File: src/source/weapon_cfg.svh
// Weapon sizes, placement offsets, swing steps and colours as macros
`default_nettype none

`ifndef WEAPON_CFG_SVH
`define WEAPON_CFG_SVH

// ----------------------------------------------------------
// Sprite rectangles
// ----------------------------------------------------------
// Blade box in pixels
`define MELEE_W       12'd54
`define MELEE_H       12'd28
// Bow box in pixels
`define ARCHER_W      12'd40
`define ARCHER_H      12'd31

// ----------------------------------------------------------
// Placement relative to the player
// ----------------------------------------------------------
// Horizontal gap between player origin and weapon
`define MELEE_OFS_X   12'd20
`define ARCHER_OFS_X  12'd16
// Drop from player top, shared by both weapons
`define WEAPON_OFS_Y  12'd24

// ----------------------------------------------------------
// Swing animation and colours
// ----------------------------------------------------------
// Pixels per frame, peak is a whole number of steps
`define SWING_STEP    12'sd4
`define SWING_MAX     12'sd16
// 4:4:4 fill colours
`define MELEE_RGB     12'hBCD
`define ARCHER_RGB    12'h852

`endif

`default_nettype wire

File: src/source/weapon_pkg.sv
// Weapon layer types: vector typedefs, game and swing enums, stream structs
`default_nettype none

package weapon_pkg;

    // ----------------------------------------------------------
    // Plain vectors
    // ----------------------------------------------------------
    // Screen position in pixels
    typedef logic [11:0] coord_t;
    // 4:4:4 colour
    typedef logic [11:0] rgb_t;
    // Signed horizontal swing shift
    typedef logic signed [11:0] offset_t;

    // ----------------------------------------------------------
    // Enums
    // ----------------------------------------------------------
    typedef enum logic [1:0] {
        GAME_MENU = 2'd0,
        GAME_PLAY = 2'd1,
        GAME_OVER = 2'd2
    } game_state_t;

    typedef enum logic [1:0] {
        CLASS_MELEE  = 2'd0,
        CLASS_ARCHER = 2'd1
    } char_class_t;

    // Blade animation phases
    typedef enum logic [1:0] {
        SWING_IDLE = 2'd0,
        SWING_OUT  = 2'd1,
        SWING_BACK = 2'd2
    } swing_state_t;

    // ----------------------------------------------------------
    // Structs
    // ----------------------------------------------------------
    // One pixel of the VGA stream with its timing
    typedef struct packed {
        coord_t hcount;
        coord_t vcount;
        logic   hsync;
        logic   vsync;
        logic   hblnk;
        logic   vblnk;
        rgb_t   rgb;
    } vga_t;

    // Top-left corner of a weapon, flip when facing left
    typedef struct packed {
        coord_t x;
        coord_t y;
        logic   flip;
    } anchor_t;

    // Coverage and colour of one weapon at one pixel
    typedef struct packed {
        logic on;
        rgb_t rgb;
    } weapon_px_t;

endpackage

`default_nettype wire

File: src/source/weapon_position.sv
// Weapon facing and top-left anchors, updated once per frame
`include "weapon_cfg.svh"
`timescale 1ns/1ps
`default_nettype none

module weapon_position (
    input  logic                clk,
    input  logic                rst_n,
    input  logic                frame_tick,
    input  weapon_pkg::coord_t  pos_x,
    input  weapon_pkg::coord_t  pos_y,
    input  weapon_pkg::coord_t  mouse_x,
    output weapon_pkg::anchor_t melee_anchor,
    output weapon_pkg::anchor_t archer_anchor
);
    import weapon_pkg::*;

    // ----------------------------------------------------------
    // Candidate positions for the current inputs
    // ----------------------------------------------------------
    logic   face_left;
    coord_t weapon_y;
    coord_t melee_x;
    coord_t archer_x;

    always_comb begin
        // Mouse left of the player turns the weapons around
        face_left = (mouse_x < pos_x);
        weapon_y  = pos_y + `WEAPON_OFS_Y;

        // Mirrored placement keeps the same gap on the left side
        if (face_left) begin
            melee_x  = pos_x - `MELEE_OFS_X - `MELEE_W;
            archer_x = pos_x - `ARCHER_OFS_X - `ARCHER_W;
        end else begin
            melee_x  = pos_x + `MELEE_OFS_X;
            archer_x = pos_x + `ARCHER_OFS_X;
        end
    end

    // ----------------------------------------------------------
    // Anchor registers
    // ----------------------------------------------------------
    // Sampled on frame_tick only, so a frame is never torn
    always_ff @(posedge clk) begin
        if (!rst_n) begin
            melee_anchor  <= '0;
            archer_anchor <= '0;
        end else if (frame_tick) begin
            melee_anchor.x     <= melee_x;
            melee_anchor.y     <= weapon_y;
            melee_anchor.flip  <= face_left;

            archer_anchor.x    <= archer_x;
            archer_anchor.y    <= weapon_y;
            archer_anchor.flip <= face_left;
        end
    end

endmodule

`default_nettype wire

File: src/source/melee_swing.sv
// Melee swing FSM with per-frame blade offset and boss hit detection
`include "weapon_cfg.svh"
`timescale 1ns/1ps
`default_nettype none

module melee_swing (
    input  logic                     clk,
    input  logic                     rst_n,
    input  logic                     frame_tick,
    input  logic                     mouse_clicked,
    input  logic                     alive,
    input  logic                     boss_alive,
    input  weapon_pkg::game_state_t  game,
    input  weapon_pkg::char_class_t  char_class,
    input  weapon_pkg::anchor_t      melee_anchor,
    input  weapon_pkg::coord_t       boss_x,
    input  weapon_pkg::coord_t       boss_y,
    output weapon_pkg::offset_t      swing_dx,
    output logic                     melee_hit
);
    import weapon_pkg::*;

    swing_state_t state;
    logic         req_pending;
    logic         click_ok;
    offset_t      dx_next;
    logic         at_peak;
    coord_t       span_lo;
    coord_t       span_hi;
    coord_t       row_hi;
    logic         boss_in_span;

    // ----------------------------------------------------------
    // Next offset and hit geometry
    // ----------------------------------------------------------
    always_comb begin
        // Clicks only count for a living melee player at rest
        click_ok = mouse_clicked && alive && (state == SWING_IDLE) &&
                   (game == GAME_PLAY) && (char_class == CLASS_MELEE);

        case (state)
            SWING_OUT:  dx_next = swing_dx + `SWING_STEP;
            SWING_BACK: dx_next = swing_dx - `SWING_STEP;
            default:    dx_next = swing_dx;
        endcase

        // Tick on which the blade lands at full reach
        at_peak = frame_tick && (state == SWING_OUT) && (dx_next == `SWING_MAX);

        // Swept area covers every blade position of the swing
        span_lo = melee_anchor.flip ? melee_anchor.x - coord_t'(`SWING_MAX) : melee_anchor.x;
        span_hi = span_lo + `MELEE_W + coord_t'(`SWING_MAX);
        row_hi  = melee_anchor.y + `MELEE_H;

        boss_in_span = (boss_x >= span_lo) && (boss_x < span_hi) &&
                       (boss_y >= melee_anchor.y) && (boss_y < row_hi);
    end

    // ----------------------------------------------------------
    // Swing FSM
    // ----------------------------------------------------------
    always_ff @(posedge clk) begin
        if (!rst_n) begin
            state       <= SWING_IDLE;
            swing_dx    <= '0;
            req_pending <= 1'b0;
            melee_hit   <= 1'b0;
        end else begin
            // Single-cycle pulse
            melee_hit <= at_peak && boss_alive && boss_in_span;

            if (click_ok)
                req_pending <= 1'b1;

            if (frame_tick) begin
                case (state)
                    SWING_IDLE: begin
                        // Pending click starts the swing at the frame boundary
                        if (req_pending) begin
                            state       <= SWING_OUT;
                            req_pending <= 1'b0;
                        end
                    end
                    SWING_OUT: begin
                        swing_dx <= dx_next;
                        if (dx_next == `SWING_MAX)
                            state <= SWING_BACK;
                    end
                    SWING_BACK: begin
                        swing_dx <= dx_next;
                        if (dx_next == '0)
                            state <= SWING_IDLE;
                    end
                    default: state <= SWING_IDLE;
                endcase
            end
        end
    end

endmodule

`default_nettype wire

File: src/source/melee_draw.sv
// Per-pixel blade coverage with the swing offset applied
`include "weapon_cfg.svh"
`timescale 1ns/1ps
`default_nettype none

module melee_draw (
    input  logic                   clk,
    input  logic                   rst_n,
    input  weapon_pkg::vga_t       vga_in,
    input  weapon_pkg::anchor_t    melee_anchor,
    input  weapon_pkg::offset_t    swing_dx,
    output weapon_pkg::weapon_px_t melee_px
);
    import weapon_pkg::*;

    coord_t blade_x;
    coord_t blade_x_end;
    coord_t blade_y_end;
    logic   in_cols;
    logic   in_rows;

    // ----------------------------------------------------------
    // Blade rectangle for this frame
    // ----------------------------------------------------------
    always_comb begin
        // Swing pushes the blade away from the player
        if (melee_anchor.flip)
            blade_x = melee_anchor.x - coord_t'(swing_dx);
        else
            blade_x = melee_anchor.x + coord_t'(swing_dx);

        blade_x_end = blade_x + `MELEE_W;
        blade_y_end = melee_anchor.y + `MELEE_H;

        // Half-open ranges in both axes
        in_cols = (vga_in.hcount >= blade_x) && (vga_in.hcount < blade_x_end);
        in_rows = (vga_in.vcount >= melee_anchor.y) && (vga_in.vcount < blade_y_end);
    end

    // ----------------------------------------------------------
    // Output pixel register
    // ----------------------------------------------------------
    // One cycle behind vga_in
    always_ff @(posedge clk) begin
        if (!rst_n) begin
            melee_px <= '0;
        end else begin
            melee_px.on  <= in_cols && in_rows;
            melee_px.rgb <= `MELEE_RGB;
        end
    end

endmodule

`default_nettype wire

File: src/source/archer_draw.sv
// Per-pixel bow coverage at the archer anchor
`include "weapon_cfg.svh"
`timescale 1ns/1ps
`default_nettype none

module archer_draw (
    input  logic                   clk,
    input  logic                   rst_n,
    input  weapon_pkg::vga_t       vga_in,
    input  weapon_pkg::anchor_t    archer_anchor,
    output weapon_pkg::weapon_px_t archer_px
);
    import weapon_pkg::*;

    coord_t bow_x_end;
    coord_t bow_y_end;
    logic   in_cols;
    logic   in_rows;

    // ----------------------------------------------------------
    // Bow rectangle
    // ----------------------------------------------------------
    // Facing already folded into anchor x
    always_comb begin
        bow_x_end = archer_anchor.x + `ARCHER_W;
        bow_y_end = archer_anchor.y + `ARCHER_H;

        in_cols = (vga_in.hcount >= archer_anchor.x) && (vga_in.hcount < bow_x_end);
        in_rows = (vga_in.vcount >= archer_anchor.y) && (vga_in.vcount < bow_y_end);
    end

    // ----------------------------------------------------------
    // Output pixel register
    // ----------------------------------------------------------
    // Same latency as the blade path
    always_ff @(posedge clk) begin
        if (!rst_n) begin
            archer_px <= '0;
        end else begin
            archer_px.on  <= in_cols && in_rows;
            archer_px.rgb <= `ARCHER_RGB;
        end
    end

endmodule

`default_nettype wire

File: src/source/weapon_overlay.sv
// Stream alignment and merge of the active class weapon pixel
`timescale 1ns/1ps
`default_nettype none

module weapon_overlay (
    input  logic                    clk,
    input  logic                    rst_n,
    input  weapon_pkg::vga_t        vga_in,
    input  weapon_pkg::weapon_px_t  melee_px,
    input  weapon_pkg::weapon_px_t  archer_px,
    input  weapon_pkg::char_class_t char_class,
    input  weapon_pkg::game_state_t game,
    input  logic                    alive,
    output weapon_pkg::vga_t        vga_out
);
    import weapon_pkg::*;

    vga_t       vga_d;
    weapon_px_t sel_px;
    logic       paint;

    // ----------------------------------------------------------
    // Stage 1: line up with the registered weapon pixels
    // ----------------------------------------------------------
    always_ff @(posedge clk) begin
        if (!rst_n)
            vga_d <= '0;
        else
            vga_d <= vga_in;
    end

    // Class picks the path, the other is ignored
    always_comb begin
        sel_px = (char_class == CLASS_MELEE) ? melee_px : archer_px;
        // Blanking and inactive play always pass through
        paint  = sel_px.on && alive && (game == GAME_PLAY) &&
                 !vga_d.hblnk && !vga_d.vblnk;
    end

    // ----------------------------------------------------------
    // Stage 2: registered output
    // ----------------------------------------------------------
    always_ff @(posedge clk) begin
        if (!rst_n) begin
            vga_out <= '0;
        end else begin
            vga_out <= vga_d;
            if (paint)
                vga_out.rgb <= sel_px.rgb;
        end
    end

endmodule

`default_nettype wire

File: src/source/weapon_top.sv
// Weapon layer top: positioning, melee swing, both draw paths and overlay
`timescale 1ns/1ps
`default_nettype none

module weapon_top (
    input  logic                    clk,
    input  logic                    rst_n,
    input  logic                    frame_tick,
    input  logic                    mouse_clicked,
    input  logic                    alive,
    input  logic                    boss_alive,
    input  weapon_pkg::coord_t      pos_x,
    input  weapon_pkg::coord_t      pos_y,
    input  weapon_pkg::coord_t      mouse_x,
    input  weapon_pkg::coord_t      boss_x,
    input  weapon_pkg::coord_t      boss_y,
    input  weapon_pkg::game_state_t game,
    input  weapon_pkg::char_class_t char_class,
    input  weapon_pkg::vga_t        vga_in,
    output weapon_pkg::vga_t        vga_out,
    output logic                    melee_hit
);
    import weapon_pkg::*;

    anchor_t    melee_anchor;
    anchor_t    archer_anchor;
    offset_t    swing_dx;
    weapon_px_t melee_px;
    weapon_px_t archer_px;

    // ----------------------------------------------------------
    // Placement and melee animation
    // ----------------------------------------------------------
    weapon_position u_weapon_position (
        .clk, .rst_n, .frame_tick,
        .pos_x, .pos_y, .mouse_x,
        .melee_anchor, .archer_anchor
    );

    melee_swing u_melee_swing (
        .clk, .rst_n, .frame_tick, .mouse_clicked,
        .alive, .boss_alive, .game, .char_class,
        .melee_anchor, .boss_x, .boss_y,
        .swing_dx, .melee_hit
    );

    // ----------------------------------------------------------
    // Parallel draw paths feeding the overlay
    // ----------------------------------------------------------
    melee_draw u_melee_draw (
        .clk, .rst_n, .vga_in,
        .melee_anchor, .swing_dx, .melee_px
    );

    archer_draw u_archer_draw (
        .clk, .rst_n, .vga_in,
        .archer_anchor, .archer_px
    );

    weapon_overlay u_weapon_overlay (
        .clk, .rst_n, .vga_in,
        .melee_px, .archer_px,
        .char_class, .game, .alive,
        .vga_out
    );

endmodule

`default_nettype wire

File: config.mk
export PLATFORM = sky130hd
export DESIGN_NAME = weapon_top
export DESIGN_NICKNAME = d
export VERILOG_FILES = /design/src/source/weapon_pkg.sv /design/src/source/weapon_position.sv /design/src/source/melee_swing.sv /design/src/source/melee_draw.sv /design/src/source/archer_draw.sv /design/src/source/weapon_overlay.sv /design/src/source/weapon_top.sv
export VERILOG_INCLUDE_DIRS = /design/src /design/src/source
export SDC_FILE = /design/constraint.sdc
export NUM_CORES = 1
export LEC_CHECK = 0
export BUFFER_PORTS_ARGS = -buffer_cell sky130_fd_sc_hd__buf_2
export CAP_MARGIN = 20
export CELL_PAD_IN_SITES_DETAIL_PLACEMENT = 1
export CELL_PAD_IN_SITES_GLOBAL_PLACEMENT = 1
export CORE_MARGIN = 4
export CORE_UTILIZATION = 35
export DETAILED_ROUTE_END_ITERATION = 10
export HOLD_SLACK_MARGIN = 0.1
export PLACE_DENSITY_LB_ADDON = 0.3
export SETUP_SLACK_MARGIN = 0.02
export SYNTH_ARGS = -nofsm -noshare
export SYNTH_HDL_FRONTEND = slang
export SYNTH_SLANG_ARGS = --single-unit
File: constraint.sdc
create_clock -name clk -period 6.5 [get_ports clk]
set_clock_uncertainty 0.15 [all_clocks]
set_input_delay 1.3 -clock clk [delete_from_list [all_inputs] [get_ports clk]]
set_output_delay 1.3 -clock clk [all_outputs]
set_load 0.005 [all_outputs]
==> results of run 1 <==
[layer usage]
layer | up-vias | wire (um)
li1 | 4098 | -
met3 | 18 | 853
met1 | 3873 | 13100
met4 | 0 | 401
met5 | - | 0
met2 | 122 | 12200
[area by class of cell]
type                            instances  area share, %
Sequential cell                       133           23.7
Clock inverter                         14           1.20
Antenna cell                            6          0.134
Tap cell                              341           3.80
Inverter                               70           2.34
Multi-Input combinational cell        846           57.9
Clock buffer                           18           3.91
Timing Repair Buffer                  154           6.96
[registers in the layout (all words and copies together) (netlist names)]
name / cells
u_weapon_overlay.vga_d: 40
u_weapon_overlay.vga_out: 40
u_weapon_position.melee_anchor: 24
u_weapon_position.archer_anchor: 12
u_melee_swing.swing_dx: 10
u_archer_draw.archer_px: 2
u_melee_swing.state: 2
u_melee_draw.melee_px: 1
u_melee_swing.melee_hit: 1
u_melee_swing.req_pending: 1
[worst max-delay path, cell delays in order, from the launching register on]
cell and delay (ns):
dfxtp_1 0.48, inv_1 0.17, ha_1 0.32, mux2i_1 0.13, ha_1 0.30, o21a_1 0.13
nor2_1 0.14, o21ai_1 0.15, a21o_1 0.20, a21oi_1 0.17, xor2_1 0.13, nor3_1 0.32
nand3_1 0.15, xnor2_1 0.20, ha_1 0.29, a211oi_1 0.24, o2111ai_1 0.14, nor4b_1 0.30
[power groups by stage]
stage                     clock [W]  combinational [W]  sequential (W)
after floorplan                   0           0.000504        0.000899
after global placement            0           0.000672        0.000915
after detailed placement          0           0.000699        0.000917
after CTS                  0.000970           0.000706        0.000898
after global routing        0.00101           0.000803        0.000904
final                      0.000944           0.000695        0.000898
[cells by family after synthesis]
group           after synthesis  share of synthesized area, %
simple gates                316                          17.4
fa+ha+maj                   172                          22.7
compound gates              232                          15.8
buf+inv                      98                          3.92
flops                       133                          27.9
mux                          27                          2.86
xor+xnor                     99                          9.32
[worst min path at each step]
stage	from	to
final	u_weapon_overlay.vga_d[11]	u_weapon_overlay.vga_out[11]
after global routing	u_weapon_overlay.vga_d[1]	u_weapon_overlay.vga_out[1]
after CTS	u_weapon_overlay.vga_d[11]	u_weapon_overlay.vga_out[11]
after detailed placement	u_weapon_overlay.vga_d[7]	u_weapon_overlay.vga_out[7]
after global placement	u_weapon_overlay.vga_d[0]	u_weapon_overlay.vga_out[0]
after floorplan	u_weapon_overlay.vga_d[11]	u_weapon_overlay.vga_out[11]
[placed cells by master, fill, tap and decap left out, drive strengths merged, types with 9 or more instances in the layout]
| cell type | n |
|---|---|
| inv | 77 |
| and2 | 73 |
| o21a | 9 |
| o21ai | 54 |
| a21o | 31 |
| nand2 | 44 |
| xnor2 | 75 |
| ha | 170 |
| nand2b | 16 |
| a211oi | 25 |
| buf | 154 |
| nor4 | 10 |
| nor2b | 9 |
| dfxtp | 133 |
| clkbuf | 18 |
| or3 | 9 |
| mux2i | 25 |
| nand4 | 11 |
| o2111ai | 11 |
| nor3 | 22 |
| xor2 | 23 |
| nor2 | 81 |
| a21oi | 64 |
| nand3 | 17 |
[stage by stage]
| step | power, W | utilization (%) | hold WS (ns) | worst slack (ns) | cell area (sq um) |
|---|---|---|---|---|---|
| finish | 0.00254 | 41.8 | 0.271 | 2.32 | 11200 |
| global route | 0.00272 | 41.8 | 0.294 | 1.84 | 11200 |
| CTS | 0.00257 | 41.7 | 0.273 | 2.26 | 11200 |
| detailed placement | 0.00162 | 39.6 | 0.261 | 2.18 | 10600 |
| global placement | 0.00159 | 39.6 | 0.256 | 2.31 | 10600 |
| floorplan | 0.00140 | - | 0.250 | 2.75 | 9530 |
==> reports/results.md, run 1 <==
Worst hold path
- **classification of the worst-slack hold path** reg2reg
- **number of cells on the worst hold path** 2

Floorplan
- **die span in x** 173 um
- **die height** 173 um
- **I/O pin total** 151
- **initial standard-cell utilization of the core** 35.5%
- **number of standard-cell rows in the floorplan** 60
- **core footprint** 26900 sq um
- **overall die area** 29900 sq um

Placed design
- **number of I/O port buffers** 150
- **half-perimeter wire length of the detailed placement result** 21300 um
- **routability congestion estimate from global placement** 0.823
- **placed cells** 1544

Synthesis
- **Ys Warns** 0
- **cells after synthesis** 1077
- **per-instance average area after synthesis** 8.85 sq um
- **commonest cells in the netlist** ha_1, dfxtp_1, nor2_1
- **register area share after synthesis** 27.9%
- **Post-Syn Nets** 1359
- **total of flip-flops plus latches after synthesis** 133
- **proportion of register bits with asynchronous set or reset after synthesis** 0%
- **library cells used by synthesis** 66
- **largest area contributor in the synthesized netlist** dfxtp_1
- **dominant register cell in the synthesized netlist** dfxtp_1
- **total standard cell area after synthesis** 9530 sq um
- **cell types occupying the most area after synthesis** dfxtp_1, ha_1, xnor2_1
- **EDFF count, synth** 0
- **Yosys top cell area share** 27.9%
- **top-count cell post-synth** ha_1

Power
- **switching share of power** 33.4%
- **internal power consumption** 0.00169 W
- **register share of total power** 35.4%
- **Peak supply drop** 185 uV
- **share of power burned in combinational logic** 27.4%
- **Clk pwr share** 37.2%
- **ratio of total power to cell area** 226 nW/um^2
- **P_leak** 5.11 nW
- **power dissipated by switching net loads** 0.000848 W

Clock tree
- **Post-CTS Setup Inserts** 0
- **number of H-tree branching levels** 4
- **number of clock buffers inserted by TritonCTS** 17
- **clock slew at reported path FFs** 0.07 ns
- **clock tree from TritonCTS** yes
- **clock insertion delay at the later pin of the skew report** 0.43 ns
- **CTS sink count** 133
- **Resize count post-CTS** 0
- **cts-stage hold buffer count** 0
- **Clock Root Buffer** clkbuf_16
- **maximum number of buffers from clock root to sink** 2

GRT
- **layer carrying the most global-route usage** met2
- **pin count of the biggest net entering global routing** 58
- **antenna violations before repair** 6
- **GR met3 Demand/Resource** 2.73%
- **vias in the first global route** 8489
- **met1 demand-to-capacity share in global routing** 23.9%
- **overall track demand over capacity in global routing** 17.5%
- **global routing met2 resource utilization** 28.6%
- **first-pass GRT wire length** 43100 um
- **residual overflow from global routing** 0

Critical path
- **end of the worst register-to-register path** u_melee_draw.melee_px[12]
- **Crit Path Max Fanout** 6
- **endpoint arrival time on the critical path** 4.36 ns
- **startpoint of the worst register-to-register path** u_melee_swing.swing_dx[2]
- **last element of the critical path** u_melee_draw.melee_px[12]
- **reg-to-reg setup timing slack** 2.32 ns
- **Crit path required time** 6.68 ns
- **kind of start point of the critical path** flop
- **Crit. Startpoint** u_melee_swing.swing_dx[2]
- **endpoint class of the critical path** flop
- **cell count of the worst reg-to-reg path** 17
- **kind of critical path** reg2reg

Final layout
- **Final #Nets** 1504
- **post-synthesis to final-layout area growth** 17.7%
- **multi-input gate area in the final layout** 6500 sq um
- **fraction of layout cells with a size suffix above 1** 16.4%
- **post-route non-filler standard cell count** 1582
- **register area** 2660 sq um
- **number of fillers in the final layout** 3217

STA
- **peak clock frequency supported by timing** 0.239 GHz
- **portion of the clock cycle consumed by the worst path in the final layout** 64.4%
- **Setup violations, final** 0
- **transition time at the pin with the least slew margin** 0.949 ns
- **number of max-slew violations in the final report** 0
- **fin crit period** 4.18 ns
- **RSZ-0062 raised after global routing** false
- **count of endpoints failing hold in the final timing report** 0
- **slew margin rel.** 36.8%
- **TNS Setup** 0 ns

Drt
- **DR iter-0 viols** 280
- **detailed-route via count** 8111
- **routed wirelength normalized by instance count** 16.8 um
- **remaining antenna violation count after routing** 0
- **detailed-route DRC error count** 0
- **via-per-instance ratio** 5.13
- **first-pass detailed-route iteration total** 4
- **total detailed-routing wirelength** 26500 um

Flow run
- **Max Cap Violations** 0

Outcome
- **result of the run** completed

No activity file was read; power rests on OpenSTA's default activity.
==> run 2, diff against run 1 <==
ABC_AREA = 1   (was default)
clock period = 4 ns   (was 6.5 ns; I/O delays follow)
==> reports/results.md, run 2 <==
STA
- **peak clock frequency supported by timing** 0.263 GHz
- **number of max-slew violations in the final report** 0
- **portion of the clock cycle consumed by the worst path in the final layout** 95.2%
- **transition time at the pin with the least slew margin** 0.855 ns
- **post-route worst setup slack** 0.191 ns
- **fin crit period** 3.81 ns
- **RSZ-0062 raised after global routing** true
- **TNS Setup** 0 ns
- **count of endpoints failing hold in the final timing report** 0
- **Setup violations, final** 0
- **slew margin rel.** 42.9%

Flow run
- **Max Cap Violations** 0

Placed design
- **number of I/O port buffers** 150
- **routability congestion estimate from global placement** 0.850
- **placed cells** 1964
- **half-perimeter wire length of the detailed placement result** 25700 um
- **area after detailed placement** 11600 sq um
- **worst slack at placement** 0.0458 ns

Synthesis
- **proportion of register bits with asynchronous set or reset after synthesis** 0%
- **Ys Warns** 0
- **xor and xnor area share after synthesis** 8.13%
- **Yosys top cell area share** 25.6%
- **dominant register cell in the synthesized netlist** dfxtp_1
- **top-count cell post-synth** nand2_1
- **cell types occupying the most area after synthesis** dfxtp_1, ha_1, nand2_1
- **largest area contributor in the synthesized netlist** dfxtp_1
- **basic-gate share of the synthesized area counting and, or, nand and nor cells** 22.4%
- **area fraction in compound gates after synthesis** 12.4%
- **per-instance average area after synthesis** 7.15 sq um
- **Post-Syn Nets** 1734
- **main combinational cell family by area after synthesis** simple AND/OR/NAND/NOR gates
- **synthesized-area fraction occupied by adder cells** 20.9%
- **library cells used by synthesis** 50
- **EDFF count, synth** 0
- **commonest cells in the netlist** nand2_1, inv_1, ha_1
- **total of flip-flops plus latches after synthesis** 133
- **register area share after synthesis** 25.6%
- **cells after synthesis** 1452
- **portion of netlist area occupied by mux cells** 0%
- **total standard cell area after synthesis** 10400 sq um

Final layout
- **number of fillers in the final layout** 3737
- **leading cell type in the layout, fill and taps excluded** nand2_1
- **fraction of layout cells with a size suffix above 1** 16.7%
- **post-route non-filler standard cell count** 2002
- **area of all placed cells without fillers** 12400 sq um
- **post-synthesis to final-layout area growth** 19.1%
- **number of antenna diodes** 0
- **Final #Nets** 1887
- **most frequent cells in the layout** nand2_1, inv_1, ha_1
- **Regs by FF count** u_weapon_overlay.vga_d: 40 flops, u_weapon_overlay.vga_out: 40 flops, u_weapon_position.melee_anchor: 24 flops

Power
- **Power Total** 0.00623 W
- **ratio of total power to cell area** 503 nW/um^2
- **P_leak** 6.67 nW
- **Peak supply drop** 313 uV

Clock tree
- **number of clock buffers inserted by TritonCTS** 17
- **clock slew at reported path FFs** 0.07 ns
- **clock tree from TritonCTS** yes
- **maximum number of buffers from clock root to sink** 2
- **Clock Root Buffer** clkbuf_16
- **CTS sink count** 133
- **cts-stage hold buffer count** 0
- **number of H-tree branching levels** 4
- **clock insertion delay at the later pin of the skew report** 0.43 ns

Drt
- **detailed-route via count** 9746
- **remaining antenna violation count after routing** 0
- **via-per-instance ratio** 4.87
- **DR iter-0 viols** 427
- **total detailed-routing wirelength** 31900 um
- **detailed-route DRC error count** 0
- **routed wirelength normalized by instance count** 15.9 um
- **first-pass detailed-route iteration total** 4

Critical path
- **endpoint arrival time on the critical path** 4.01 ns
- **Crit path required time** 4.20 ns
- **kind of critical path** reg2reg
- **kind of start point of the critical path** flop
- **endpoint class of the critical path** flop
- **Crit Path Max Fanout** 5

Outcome
- **result of the run** completed

GRT
- **residual overflow from global routing** 0
- **pin count of the biggest net entering global routing** 100
- **vias in the first global route** 10100
- **first-pass GRT wire length** 51400 um
- **antenna violations before repair** 0
- **overall track demand over capacity in global routing** 19.1%

Floorplan
- **overall die area** 32500 sq um
- **die span in x** 180 um
- **initial standard-cell utilization of the core** 35.8%
- **die height** 180 um
- **I/O pin total** 151
- **core footprint** 29000 sq um
- **number of standard-cell rows in the floorplan** 62

Worst hold path
- **classification of the worst-slack hold path** reg2reg

[run 2: changes by cell type in the layout (fill, tap and decap cells not counted), sizes merged, moves of 30 or more]
cell | previous run | this run
a21o | 31 | 1
a21oi | 64 | 106
and2 | 73 | 0
inv | 77 | 255
nand2 | 44 | 335
nand3 | 17 | 72
xnor2 | 75 | 17
xor2 | 23 | 76
[run 2: final cells by class]
type	count	area, sq um	area share [%]
multi-input combinational	1034	6790	54.8
sequential	133	2670	21.6
clock buffer	17	425	3.44
tap	384	480	3.88
timing repair buffer	168	901	7.28
inverter	251	945	7.63
clock inverter	15	169	1.37
[run 2: path summary, 6_finish.rpt]
check | from | endpoint | slack [ns] | cells after the start
max reg2reg | u_melee_swing.swing_dx[2] | u_melee_draw.melee_px[12] | 0.19 | 22
min reg2reg | u_weapon_overlay.vga_d[26] | u_weapon_overlay.vga_out[26] | 0.26 | 2
min | u_weapon_overlay.vga_d[26] | u_weapon_overlay.vga_out[26] | 0.26 | 2
max | u_melee_swing.swing_dx[2] | u_melee_draw.melee_px[12] | 0.19 | 22
[run 2: stage by stage]
stage / hold slack, ns / util (%)
after floorplan: 0.240 / -
after global placement: 0.242 / 39.9
after detailed placement: 0.250 / 39.9
after CTS: 0.261 / 41.9
after global routing: 0.273 / 42.6
final: 0.261 / 42.6
[run 2: cells by family after synthesis]
| kind of cell | Yosys count |
|---|---|
| buffers and inverters | 285 |
| AND/OR/NAND/NOR | 542 |
| flip-flops | 133 |
| adder cells (fa/ha/maj) | 172 |
| XOR/XNOR | 93 |
| AO/OA/AOI/OAI | 227 |
[run 2: layer usage]
metal  routed length, um  vias to the layer above  share of wire, %  track usage, %
li1                    -                     4991                 -               -
met4                 711                        0               2.2            5.11
met3                 941                       45               3.0            2.56
met1               15100                     4551                47            25.1
met2               15200                      159                48            33.1
met5                   0                        -                 0               0
[run 2: worst max-delay path, stage by stage, from the launching register on]
cell and delay (ns):
dfxtp_4 0.38, inv_4 0.07, ha_4 0.13, inv_2 0.04, nor2_2 0.10, inv_2 0.06, nor2_4 0.12, nor2_2 0.05
xnor2_1 0.15, ha_1 0.38, inv_2 0.10, nor4_4 0.29, nand4_1 0.14, nand4_2 0.13, xor2_2 0.21, nand3_2 0.13
xnor2_2 0.15, ha_1 0.34, nand2_2 0.13, nor2_2 0.05, a221oi_2 0.25, nand2_1 0.09, nor3_2 0.10
[run 2: timing repair]
action | in CTS | in global routing
gates resized for setup | 2 | 38
hold endpoints to repair | 0 | 0
setup buffers | 0 | 6
pin swaps | 0 | 27
setup endpoints to repair | 1 | 1
[run 2: power breakdown]
part	total (W)	leakage [nW]	switching, W	internal, W
clock	0.00160	0.283	0.000670	0.000934
sequential	0.00149	1.10	0.0000796	0.00141
combinational	0.00313	5.28	0.00191	0.00122
total	0.00623	6.67	0.00266	0.00357
